===== src/verilog/fb_macros.svh =====
`ifndef FB_MACROS_SVH
`define FB_MACROS_SVH

// horizontal position and visible width
`define FB_H_WIDTH 12

// vertical position and visible height
`define FB_V_WIDTH 12

// bits per colour channel, three channels per pixel
`define FB_COLOR_WIDTH 4

// byte address on the read port
`define FB_ADDR_WIDTH 16

// read data width, one pixel per beat
`define FB_DATA_WIDTH 16

// tag queue has 2**AW entries, scan stalls at half of that
`define FB_TAG_FIFO_AW 4

`endif


===== src/verilog/fb_pkg.sv =====
`include "fb_macros.svh"

package fb_pkg;

  // scalar field types shared by tags and pixels
  typedef logic [`FB_H_WIDTH-1:0] fb_x_t;
  typedef logic [`FB_V_WIDTH-1:0] fb_y_t;
  typedef logic [`FB_ADDR_WIDTH-1:0] fb_addr_t;
  typedef logic [`FB_DATA_WIDTH-1:0] fb_data_t;
  typedef logic [`FB_COLOR_WIDTH-1:0] fb_color_t;

  // one outstanding read, pushed when the request is accepted
  typedef struct packed {
    fb_x_t    x;
    fb_y_t    y;
    fb_addr_t addr;
  } fb_tag_t;

  // one pixel on the output stream
  // colours come from the low three channels of the read beat,
  // red in the highest of them and blue in the lowest
  typedef struct packed {
    fb_color_t red;
    fb_color_t grn;
    fb_color_t blu;
    fb_x_t     x;
    fb_y_t     y;
    fb_addr_t  addr;
  } fb_pixel_t;

endpackage


===== src/verilog/sync_fifo.sv =====
module sync_fifo #(
  parameter type T          = logic [7:0],
  parameter int  ADDR_WIDTH = 4
) (
  input  logic clk,
  input  logic rst_n,

  input  logic i_push,
  input  T     i_data,
  input  logic i_pop,

  output T     o_data,
  output logic o_empty,
  output logic o_full,
  output logic o_half_full
);

  localparam int DEPTH = 1 << ADDR_WIDTH;
  localparam int PW    = ADDR_WIDTH + 1;

  T mem [DEPTH];

  // pointers carry one extra wrap bit so full and empty differ
  logic [PW-1:0] wr_ptr;
  logic [PW-1:0] rd_ptr;

  logic [PW-1:0] count;
  logic [PW-1:0] count_next;

  logic do_push;
  logic do_pop;

  // a push into a full buffer or a pop from an empty one is dropped
  assign do_push = i_push && !o_full;
  assign do_pop  = i_pop && !o_empty;

  assign o_empty = (wr_ptr == rd_ptr);
  assign o_full  = (wr_ptr[ADDR_WIDTH] != rd_ptr[ADDR_WIDTH]) &&
                   (wr_ptr[ADDR_WIDTH-1:0] == rd_ptr[ADDR_WIDTH-1:0]);

  // head entry is always visible
  assign o_data = mem[rd_ptr[ADDR_WIDTH-1:0]];

  assign count      = wr_ptr - rd_ptr;
  assign count_next = count + PW'(do_push) - PW'(do_pop);

  // half full looks at the occupancy after this cycle's update,
  // so a producer that reacts one cycle later never overshoots
  assign o_half_full = (count_next >= PW'(DEPTH / 2));

  always_ff @(posedge clk) begin
    if (!rst_n) begin
      wr_ptr <= '0;
    end else if (do_push) begin
      wr_ptr <= wr_ptr + 1'b1;
    end
  end

  always_ff @(posedge clk) begin
    if (!rst_n) begin
      rd_ptr <= '0;
    end else if (do_pop) begin
      rd_ptr <= rd_ptr + 1'b1;
    end
  end

  // storage
  always_ff @(posedge clk) begin
    if (do_push) begin
      mem[wr_ptr[ADDR_WIDTH-1:0]] <= i_data;
    end
  end

endmodule


===== src/verilog/fb_scan.sv =====
`include "fb_macros.svh"

module fb_scan (
  input  logic              clk,
  input  logic              rst_n,

  input  fb_pkg::fb_x_t     i_h_visible,
  input  fb_pkg::fb_y_t     i_v_visible,

  output logic              o_arvalid,
  output fb_pkg::fb_addr_t  o_araddr,
  input  logic              i_arready,

  input  logic              i_tag_hold,
  output logic              o_tag_push,
  output fb_pkg::fb_tag_t   o_tag
);

  import fb_pkg::*;

  // one full-width beat per pixel
  localparam fb_addr_t ADDR_STEP = fb_addr_t'(`FB_DATA_WIDTH / 8);

  fb_x_t    x;
  fb_x_t    x_next;
  fb_x_t    x_last;

  fb_y_t    y;
  fb_y_t    y_next;
  fb_y_t    y_last;

  fb_addr_t addr;
  fb_addr_t addr_next;

  logic     arvalid_next;
  logic     accept;

  assign accept = o_arvalid && i_arready;

  assign x_last = i_h_visible - 1'b1;
  assign y_last = i_v_visible - 1'b1;

  // request valid holds until accepted, then re-arms
  // only while the tag queue has room
  always_comb begin
    arvalid_next = o_arvalid && !i_arready;
    if (!o_arvalid || i_arready) begin
      arvalid_next = !i_tag_hold;
    end
  end

  // raster walk, advanced once per accepted request
  always_comb begin
    x_next    = x;
    y_next    = y;
    addr_next = addr;

    if (accept) begin
      addr_next = addr + ADDR_STEP;
      if (x != x_last) begin
        x_next = x + 1'b1;
      end else begin
        x_next = '0;
        if (y != y_last) begin
          y_next = y + 1'b1;
        end else begin
          // end of frame
          y_next    = '0;
          addr_next = '0;
        end
      end
    end
  end

  always_ff @(posedge clk) begin
    if (!rst_n) begin
      x         <= '0;
      y         <= '0;
      addr      <= '0;
      o_arvalid <= 1'b0;
    end else begin
      x         <= x_next;
      y         <= y_next;
      addr      <= addr_next;
      o_arvalid <= arvalid_next;
    end
  end

  assign o_araddr = addr;

  // tag follows the request it belongs to
  assign o_tag_push = accept;
  assign o_tag.x    = x;
  assign o_tag.y    = y;
  assign o_tag.addr = addr;

endmodule


===== src/verilog/fb_pix_join.sv =====
`include "fb_macros.svh"

module fb_pix_join (
  input  logic              clk,
  input  logic              rst_n,

  input  logic              i_tag_push,
  input  fb_pkg::fb_tag_t   i_tag,
  output logic              o_tag_hold,

  input  logic              i_rvalid,
  input  fb_pkg::fb_data_t  i_rdata,
  output logic              o_rready,

  input  logic              i_px_full,
  output logic              o_px_push,
  output fb_pkg::fb_pixel_t o_px
);

  import fb_pkg::*;

  localparam int CW = `FB_COLOR_WIDTH;

  fb_tag_t head_tag;
  logic    beat;

  // memory is only drained while the output stage has room
  assign o_rready = !i_px_full;
  assign beat     = i_rvalid && o_rready;

  // tags of reads in flight, oldest at the head
  sync_fifo #(
    .T          (fb_tag_t),
    .ADDR_WIDTH (`FB_TAG_FIFO_AW)
  ) u_tag_fifo (
    .clk         (clk),
    .rst_n       (rst_n),
    .i_push      (i_tag_push),
    .i_data      (i_tag),
    .i_pop       (beat),
    .o_data      (head_tag),
    .o_empty     (),
    .o_full      (),
    .o_half_full (o_tag_hold)
  );

  // data returns in request order so the head tag always matches
  assign o_px_push  = beat;
  assign o_px.red   = i_rdata[3*CW-1 -: CW];
  assign o_px.grn   = i_rdata[2*CW-1 -: CW];
  assign o_px.blu   = i_rdata[CW-1:0];
  assign o_px.x     = head_tag.x;
  assign o_px.y     = head_tag.y;
  assign o_px.addr  = head_tag.addr;

endmodule


===== src/verilog/fb_pix_out.sv =====
module fb_pix_out (
  input  logic              clk,
  input  logic              rst_n,

  input  logic              i_px_push,
  input  fb_pkg::fb_pixel_t i_px,
  output logic              o_px_full,

  output logic              o_pix_valid,
  output fb_pkg::fb_pixel_t o_pix,
  input  logic              i_pix_ready
);

  import fb_pkg::*;

  logic px_empty;
  logic pix_taken;

  // a stream handshake frees the head entry
  assign pix_taken = o_pix_valid && i_pix_ready;

  // two entries, so the consumer's ready never reaches
  // the memory ready path combinationally
  sync_fifo #(
    .T          (fb_pixel_t),
    .ADDR_WIDTH (1)
  ) u_pix_fifo (
    .clk         (clk),
    .rst_n       (rst_n),
    .i_push      (i_px_push),
    .i_data      (i_px),
    .i_pop       (pix_taken),
    .o_data      (o_pix),
    .o_empty     (px_empty),
    .o_full      (o_px_full),
    .o_half_full ()
  );

  assign o_pix_valid = !px_empty;

endmodule


===== src/verilog/fb_pix_top.sv =====
module fb_pix_top (
  input  logic              clk,
  input  logic              rst_n,

  input  fb_pkg::fb_x_t     i_h_visible,
  input  fb_pkg::fb_y_t     i_v_visible,

  // read request channel
  output logic              o_arvalid,
  output fb_pkg::fb_addr_t  o_araddr,
  input  logic              i_arready,

  // read data channel
  input  logic              i_rvalid,
  input  fb_pkg::fb_data_t  i_rdata,
  output logic              o_rready,

  // pixel stream
  output logic              o_pix_valid,
  output fb_pkg::fb_pixel_t o_pix,
  input  logic              i_pix_ready
);

  import fb_pkg::*;

  logic      tag_push;
  fb_tag_t   tag;
  logic      tag_hold;

  logic      px_push;
  fb_pixel_t px;
  logic      px_full;

  fb_scan u_scan (
    .clk         (clk),
    .rst_n       (rst_n),
    .i_h_visible (i_h_visible),
    .i_v_visible (i_v_visible),
    .o_arvalid   (o_arvalid),
    .o_araddr    (o_araddr),
    .i_arready   (i_arready),
    .i_tag_hold  (tag_hold),
    .o_tag_push  (tag_push),
    .o_tag       (tag)
  );

  fb_pix_join u_join (
    .clk        (clk),
    .rst_n      (rst_n),
    .i_tag_push (tag_push),
    .i_tag      (tag),
    .o_tag_hold (tag_hold),
    .i_rvalid   (i_rvalid),
    .i_rdata    (i_rdata),
    .o_rready   (o_rready),
    .i_px_full  (px_full),
    .o_px_push  (px_push),
    .o_px       (px)
  );

  fb_pix_out u_out (
    .clk         (clk),
    .rst_n       (rst_n),
    .i_px_push   (px_push),
    .i_px        (px),
    .o_px_full   (px_full),
    .o_pix_valid (o_pix_valid),
    .o_pix       (o_pix),
    .i_pix_ready (i_pix_ready)
  );

endmodule


===== config.mk =====
export PLATFORM = sky130hd
export DESIGN_NAME = fb_pix_top
export DESIGN_NICKNAME = d
export VERILOG_FILES = /design/src/verilog/fb_pkg.sv /design/src/verilog/sync_fifo.sv /design/src/verilog/fb_scan.sv /design/src/verilog/fb_pix_join.sv /design/src/verilog/fb_pix_out.sv /design/src/verilog/fb_pix_top.sv
export VERILOG_INCLUDE_DIRS = /design/src /design/src/verilog
export SDC_FILE = /design/constraint.sdc
export NUM_CORES = 1
export LEC_CHECK = 0
export BUFFER_PORTS_ARGS = -buffer_cell sky130_fd_sc_hd__buf_4
export CORE_MARGIN = 1
export CORE_UTILIZATION = 64
export CTS_BUF_LIST = sky130_fd_sc_hd__clkbuf_8
export DETAILED_ROUTE_END_ITERATION = 8
export GPL_TIMING_DRIVEN = 0
export MAX_ROUTING_LAYER = met4
export PLACE_DENSITY_LB_ADDON = 0.25
export SLEW_MARGIN = 0
export SYNTH_ARGS = -nofsm -noshare
export SYNTH_HDL_FRONTEND = slang
export SYNTH_HIERARCHICAL = 1
export SYNTH_SLANG_ARGS = --single-unit

===== constraint.sdc =====
create_clock -name clk -period 6.55 [get_ports clk]
set_input_delay 0.3275 -clock clk [delete_from_list [all_inputs] [get_ports clk]]
set_output_delay 0.3275 -clock clk [all_outputs]
set_load 0.02 [all_outputs]

## Word level (Yosys, flattened, before mapping)

Memories as Yosys holds them, arrays and structs flattened. A register that Yosys moved wholly into a read port is not among the register bits.
Cells that the tools add are included.
W data, S select, Z words.

| storage, ports and cells | value |
|---|---|
| bits in registers | 55 |
| memories kept | 2 |
| output and inout port bits | 71 |
| RAM bits | 744 |
| logic and storage cells | 64 |

Memory list:

| name | words | bits a word | rd ports | clocked after memory_dff | wr ports | line | source |
|---|---|---|---|---|---|---|---|
| u_join.u_tag_fifo.mem | 16 | 40 | 1 | 1 | 1 | sync_fifo.sv:21 | `T mem [DEPTH];` |
| u_out.u_pix_fifo.mem | 2 | 52 | 1 | 1 | 1 | sync_fifo.sv:21 |  |

| cells by class | value |
|---|---|
| magnitude comparators | 1 |
| multiplexer cells | 13 |
| eq/ne operators | 8 |
| add/subtract/negate cells | 12 |
| reductions and logical operators | 19 |
| bitwise logic cells | 1 |

Operators by type and width:

| kind | count |
|---|---|
| $mux W16 | 2 |
| $add A12 B1 Y12 const B | 2 |
| $mux W12 | 2 |
| $ne A12 B12 Y1 | 2 |
| $sub A12 B1 Y12 const B | 2 |
| $add A16 B2 Y16 const B | 1 |
| $add A5 B1 Y5 const B | 2 |
| $logic_and A1 B1 Y1 | 10 |
| $mux W4 | 2 |
| $logic_not A1 Y1 | 7 |
| $mux W1 | 7 |
| $add A5 B1 Y5 | 1 |
| $eq A5 B5 Y1 | 1 |
| $ge A5 B4 Y1 const B | 1 |
| $sub A5 B1 Y5 | 1 |
| $sub A5 B5 Y5 | 1 |
| $add A2 B1 Y2 const B | 2 |
| $eq A4 B4 Y1 | 1 |
| $eq A2 B2 Y1 | 1 |
| $ne A1 B1 Y1 | 2 |
| $reduce_and A2 Y1 | 1 |
| $eq A1 B1 Y1 | 1 |
| $logic_or A1 B1 Y1 | 1 |
| $not A1 Y1 | 1 |

## Logic depth before layout (Yosys ltp)

| depth | value |
|---|---|
| depth after elaboration | 9 |
| depth in mapped cells | 15 |
| depth with buffers taken out | 14 |

## By module

The synthesis kept the hierarchy.

Modules (own cells, without submodules):

| module | cells each | times used | area each (µm²) | seq. area each (µm²) |
|---|---|---|---|---|
| sync_fifo at u_join.u_tag_fifo | 1099 | 1 | 24926.4 | 19498.7 |
| sync_fifo at u_out.u_pix_fifo | 202 | 1 | 4090.2 | 3223.1 |
| fb_scan | 368 | 1 | 2940.3 | 800.8 |
| fb_pix_join | 14 | 1 | 100.1 | 0.0 |
| fb_pix_out | 2 | 1 | 10.0 | 0.0 |

## Least setup slack after synthesis

OpenSTA, ideal clock, no wires.

| path | value |
|---|---|
| path type | reg-to-reg |
| start | reg u_join.u_tag_fifo.wr_ptr[2] |
| end | mem u_join/u_tag_fifo/mem[0][0] in the netlist's numbering (enable) |
| path slack | 716 ps |
| stages on the path, launching flop included | 8 |
| period minus slack after synthesis | 5834 ps |
| data required time | 6013 ps |
| data arrival time | 5297 ps |
| library setup time | 537 ps |
| path through | dfxtp_1 > clkbuf_1 > inv_1 > ha_1 > nand2_1 > nor4_4 > buf_2 > nor4_1 |

| on the way | value |
|---|---|
| longest elaborated chain between the ends | 6 |

RTL lines:

| what | line | source |
|---|---|---|
| start: declaration | sync_fifo.sv:24 | `logic [PW-1:0] wr_ptr;` |
| start signal: assignment | sync_fifo.sv:55 | `wr_ptr <= wr_ptr + 1'b1;` |
| $eq A4 B4 Y1 | sync_fifo.sv:39 | `(wr_ptr[ADDR_WIDTH-1:0] == rd_ptr[ADDR_WIDTH-1:0]);` |
| $logic_and A1 B1 Y1 | sync_fifo.sv:38 | `assign o_full = (wr_ptr[ADDR_WIDTH] != rd_ptr[ADDR_WIDTH]) &&` |
| via u_join.u_tag_fifo.o_full | sync_fifo.sv:14 | `output logic o_full,` |
| $logic_not A1 Y1 | sync_fifo.sv:34 | `assign do_push = i_push && !o_full;` |
| $logic_and A1 B1 Y1 | sync_fifo.sv:34 |  |
| $mux W1 | sync_fifo.sv:69 | `if (do_push) begin` |
| $mux W1 (implied by the code) | sync_fifo.sv:70 | `mem[wr_ptr[ADDR_WIDTH-1:0]] <= i_data;` |
| end: declaration | sync_fifo.sv:21 |  |

The timed path passes the listed nets, and every way through them passes these cells.

## Worst setup path after layout

| path | value |
|---|---|
| start | reg u_join.u_tag_fifo.wr_ptr[2] |
| end | reg u_scan.o_arvalid |

| on the way | value |
|---|---|
| longest elaborated chain between the ends | 9 |
| elaborated cells on any way between the ends | 13 |

RTL lines:

| what | line | source |
|---|---|---|
| branches (longest 5 deep; another with $sub A5 B5 Y5) | n/a |  |
| $sub A5 B1 Y5 * | sync_fifo.sv:45 | `assign count_next = count + PW'(do_push) - PW'(do_pop);` |
| $ge A5 B4 Y1 * | sync_fifo.sv:49 | `assign o_half_full = (count_next >= PW'(DEPTH / 2));` |
| via tag_hold | fb_pix_top.sv:28 | `logic tag_hold;` |
| $logic_not A1 Y1 * | fb_scan.sv:48 | `arvalid_next = !i_tag_hold;` |
| $mux W1 * | fb_scan.sv:47 | `if (!o_arvalid \|\| i_arready) begin` |
| end signal: assignment | fb_scan.sv:85 | `o_arvalid <= arvalid_next;` |
| end: declaration | fb_scan.sv:10 | `output logic o_arvalid,` |

Mark *: on every way through the listed nets, which the timed path passes.
A chain may end at the register's enable or synchronous reset.

==> reports/metrics.cfg <==
[routing]
wl_per_cell_um = 25.9
final_antenna_net_count = 0
drt-initial-drc-count = 1845
dr_total_vias = 17202
wirelength_um = 70900
firstDrtPassIters = 5
detail_route.vias_per_cell = 6.28
drc_errors = 0

[placement]
placedCellCount = 2502
place_ws_ps = 2640
gp_weighted_congestion = 0.843
dpl_hpwl_um = 45700
place.port_buffers = 98

[sta]
setup_total_negative_slack_ps = 0
period_utilisation_layout = 0.608
achievable-frequency_ghz = 0.251
finalHoldViolations = 0
clock-skew-final_ps = 23.5
relSlewSlack = 0.159
setup-violations-final = 0
slew_viol_final = 0
rsz0062_at_grt = no
fin_ws_ps = 2570
shortest_period_the_worst_path_allows_ps = 3980
worstMarginPinSlew_ps = 1260

[clock_network]
clock_tree.buffer_depth = 3
ctsHoldBuffers = 14
ctsRootBufferMaster = sky130_fd_sc_hd__clkbuf_8
postCtsResizedCells = 0
cts_tree = done
clock_latency_ps = 710
clock-sinks = 803
tritoncts.num_buffers = 119
post_cts.repair.setup_buffers = 0
cts_htree_levels = 3
clk_pin_slew_worst_paths_ps = 70

[floorplan]
die_w_um = 226
core_mm2 = 0.0492
ios = 116
floorplan.initialDensity = 0.651
floorplan.die_area_mm2 = 0.0509
floorplan.rows = 81
die_h_um = 226

[setup_path]
critical_path.cell_chain = clkbuf_1, inv_1, ha_1, nand2_1, o41ai_4, fa_1, inv_1, fa_1, inv_1, ha_1, inv_1, fa_1, xor2_1, nand2_1, a21oi_1
regToRegSetupSlack_ps = 2570
worst_reg_to_reg_cells = 15
cp.required_ps = 7100
critPathSlowestCell = sky130_fd_sc_hd__o41ai_4
worst_setup_path_end_kind = flop
cp_common_cell = sky130_fd_sc_hd__inv_1
crit_path_start_kind = flop
worst_path_max_stage_delay_ps = 600
worst_r2r_startpoint = u_join/u_tag_fifo/wr_ptr[2]$_SDFFE_PN0P_
critPathArrivalTime_ps = 4540
timing.rr.end = u_scan/o_arvalid$_SDFF_PN0_
crit_path_max_fanout = 10
critical_path_class = reg -> reg

[power_and_ir_drop]
power.static_leakage_nw = 12.7
post-layout-total-power_mw = 11.9
vdd_ir_drop_max_mv = 0.204
cellPowerDensity_mw_per_mm2 = 323

[yosys]
yosysWarningCount = 6
syn_inst = 1679
syn_area_mm2 = 0.0320
syn-mean-instance-area_um2 = 19.1

[worst_hold_path]
worst_hold_path.num_cells = 4
hp-start = i_pix_ready
worstHoldEndpoint = u_out/u_pix_fifo/rd_ptr[1]$_SDFFE_PN0P_
timing.hold.worst.class = in -> reg

[flow_run]
cap_viol_max_count = 0

[layout]
finalNetCount = 2040
area_growth_pct = 15.1
final.fill_count = 2679
fin_cells = 2739
post_route_cells_drive_above_1_share = 0.306

[global_routing]
first_global_vias = 17513
first_pass_grt_wire_length_um = 105000
overflow = 0
maximum_number_of_pins_on_one_net_before_global_route_repair = 53
grtUsageTotal = 0.296
grt_antenna_before_repair = 0

[status]
run_status = complete, no violations

-- placed cells by master, fill, tap and decap left out, types with 10 or more instances in the layout --
master	count
sky130_fd_sc_hd__edfxtp_1	744
sky130_fd_sc_hd__buf_4	169
sky130_fd_sc_hd__mux4_2	160
sky130_fd_sc_hd__clkbuf_8	132
sky130_fd_sc_hd__nand2_1	88
sky130_fd_sc_hd__a22oi_1	80
sky130_fd_sc_hd__inv_1	72
sky130_fd_sc_hd__dfxtp_1	59
sky130_fd_sc_hd__mux2_2	52
sky130_fd_sc_hd__nor2_1	43
sky130_fd_sc_hd__clkbuf_1	37
sky130_fd_sc_hd__xnor2_1	30
sky130_fd_sc_hd__xor2_1	26
sky130_fd_sc_hd__nand4_1	25
sky130_fd_sc_hd__clkinv_1	23
sky130_fd_sc_hd__clkinv_2	21
sky130_fd_sc_hd__o21ai_0	19
sky130_fd_sc_hd__ha_1	19
sky130_fd_sc_hd__buf_2	17
sky130_fd_sc_hd__a21oi_1	17
sky130_fd_sc_hd__nand3_1	17
sky130_fd_sc_hd__nor3_1	17
sky130_fd_sc_hd__dlygate4sd3_1	14
sky130_fd_sc_hd__buf_6	12
sky130_fd_sc_hd__mux2i_1	11
sky130_fd_sc_hd__and2_1	10
-- worst max path at each step --
stage	startpoint	endpoint	slack, ps	cells after the start
5_1_grt	u_join/u_tag_fifo/wr_ptr[2]$_SDFFE_PN0P_	u_scan/o_arvalid$_SDFF_PN0_	2330	15
4_1_cts	u_join/u_tag_fifo/wr_ptr[2]$_SDFFE_PN0P_	u_scan/o_arvalid$_SDFF_PN0_	2600	15
3_5_place_dp	u_join/u_tag_fifo/wr_ptr[2]$_SDFFE_PN0P_	u_scan/o_arvalid$_SDFF_PN0_	2640	15
6_report	u_join/u_tag_fifo/wr_ptr[2]$_SDFFE_PN0P_	u_scan/o_arvalid$_SDFF_PN0_	2570	15
2_1_floorplan	u_join/u_tag_fifo/wr_ptr[2]$_SDFFE_PN0P_	u_join/u_tag_fifo/mem[0][0]$_DFFE_PP_	720	7
3_3_place_gp	u_join/u_tag_fifo/wr_ptr[2]$_SDFFE_PN0P_	u_join/u_tag_fifo/mem[1][14]$_DFFE_PP_	-4300	7
-- power breakdown --
| part | internal, mW | total, mW | leakage [nW] | switching, mW |
|---|---|---|---|---|
| Sequential | 5.86 | 5.94 | 7.80 | 0.0810 |
| Combinational | 1.07 | 2.23 | 3.63 | 1.16 |
| Clock | 1.89 | 3.73 | 1.30 | 1.84 |
-- critical path: cells and delay by family, from the launching register on --
kind	cells	cell delay (ps)
buffers and inverters	5	790
and+or+nand+nor	2	270
adders and majority gates	5	1620
DFF	1	340
AOI/OAI and AO/OA	2	650
xor gates and xnor gates	1	150
-- cell type report --
class | count | area [µm²] | share of cell area
flip-flops and latches | 803 | 23500 | 0.638
multi-input cells | 741 | 7900 | 0.214
clock buffers | 132 | 1820 | 0.0493
repair buffers | 172 | 1650 | 0.0448
well taps | 664 | 831 | 0.0225
plain buffers | 103 | 588 | 0.0160
clock inverters | 90 | 418 | 0.0113
inverters | 33 | 124 | 0.00336
diodes | 1 | 2.50 | 0.0000679
-- registers in the layout, indices dropped and copies added, names as in the netlist, named ones only --
name                      count
u_out/u_pix_fifo/wr_ptr       2
u_join/u_tag_fifo/rd_ptr      5
u_out/u_pix_fifo/rd_ptr       2
u_join/u_tag_fifo/mem       640
u_scan/o_araddr              15
u_join/u_tag_fifo/wr_ptr      5
u_scan/x                     12
u_out/u_pix_fifo/mem        104
u_scan/y                     12
u_scan/o_arvalid              1
-- through the flow --
| step | cell area [µm²] | util | hold slack, ps |
|---|---|---|---|
| 5_1_grt | 36900 | 0.750 | 126 |
| 3_5_place_dp | 34500 | 0.701 | 480 |
| 2_1_floorplan | 32000 | - | 455 |
| 6_report | 36900 | 0.750 | 106 |
| 4_1_cts | 36900 | 0.750 | 59.8 |
| 3_3_place_gp | 33600 | 0.683 | 480 |
-- routing by layer --
| layer | global-route usage | share of wire | vias to the layer above |
|---|---|---|---|
| met2 | 0.456 | 0.49 | 973 |
| met3 | 0.0627 | 0.11 | 101 |
| met4 | 0.103 | 0.024 | 0 |
| met1 | 0.398 | 0.38 | 8765 |
| li1 | - | - | 7363 |
| met5 | - | 0 | - |
Power figures use the tool's default switching activity.
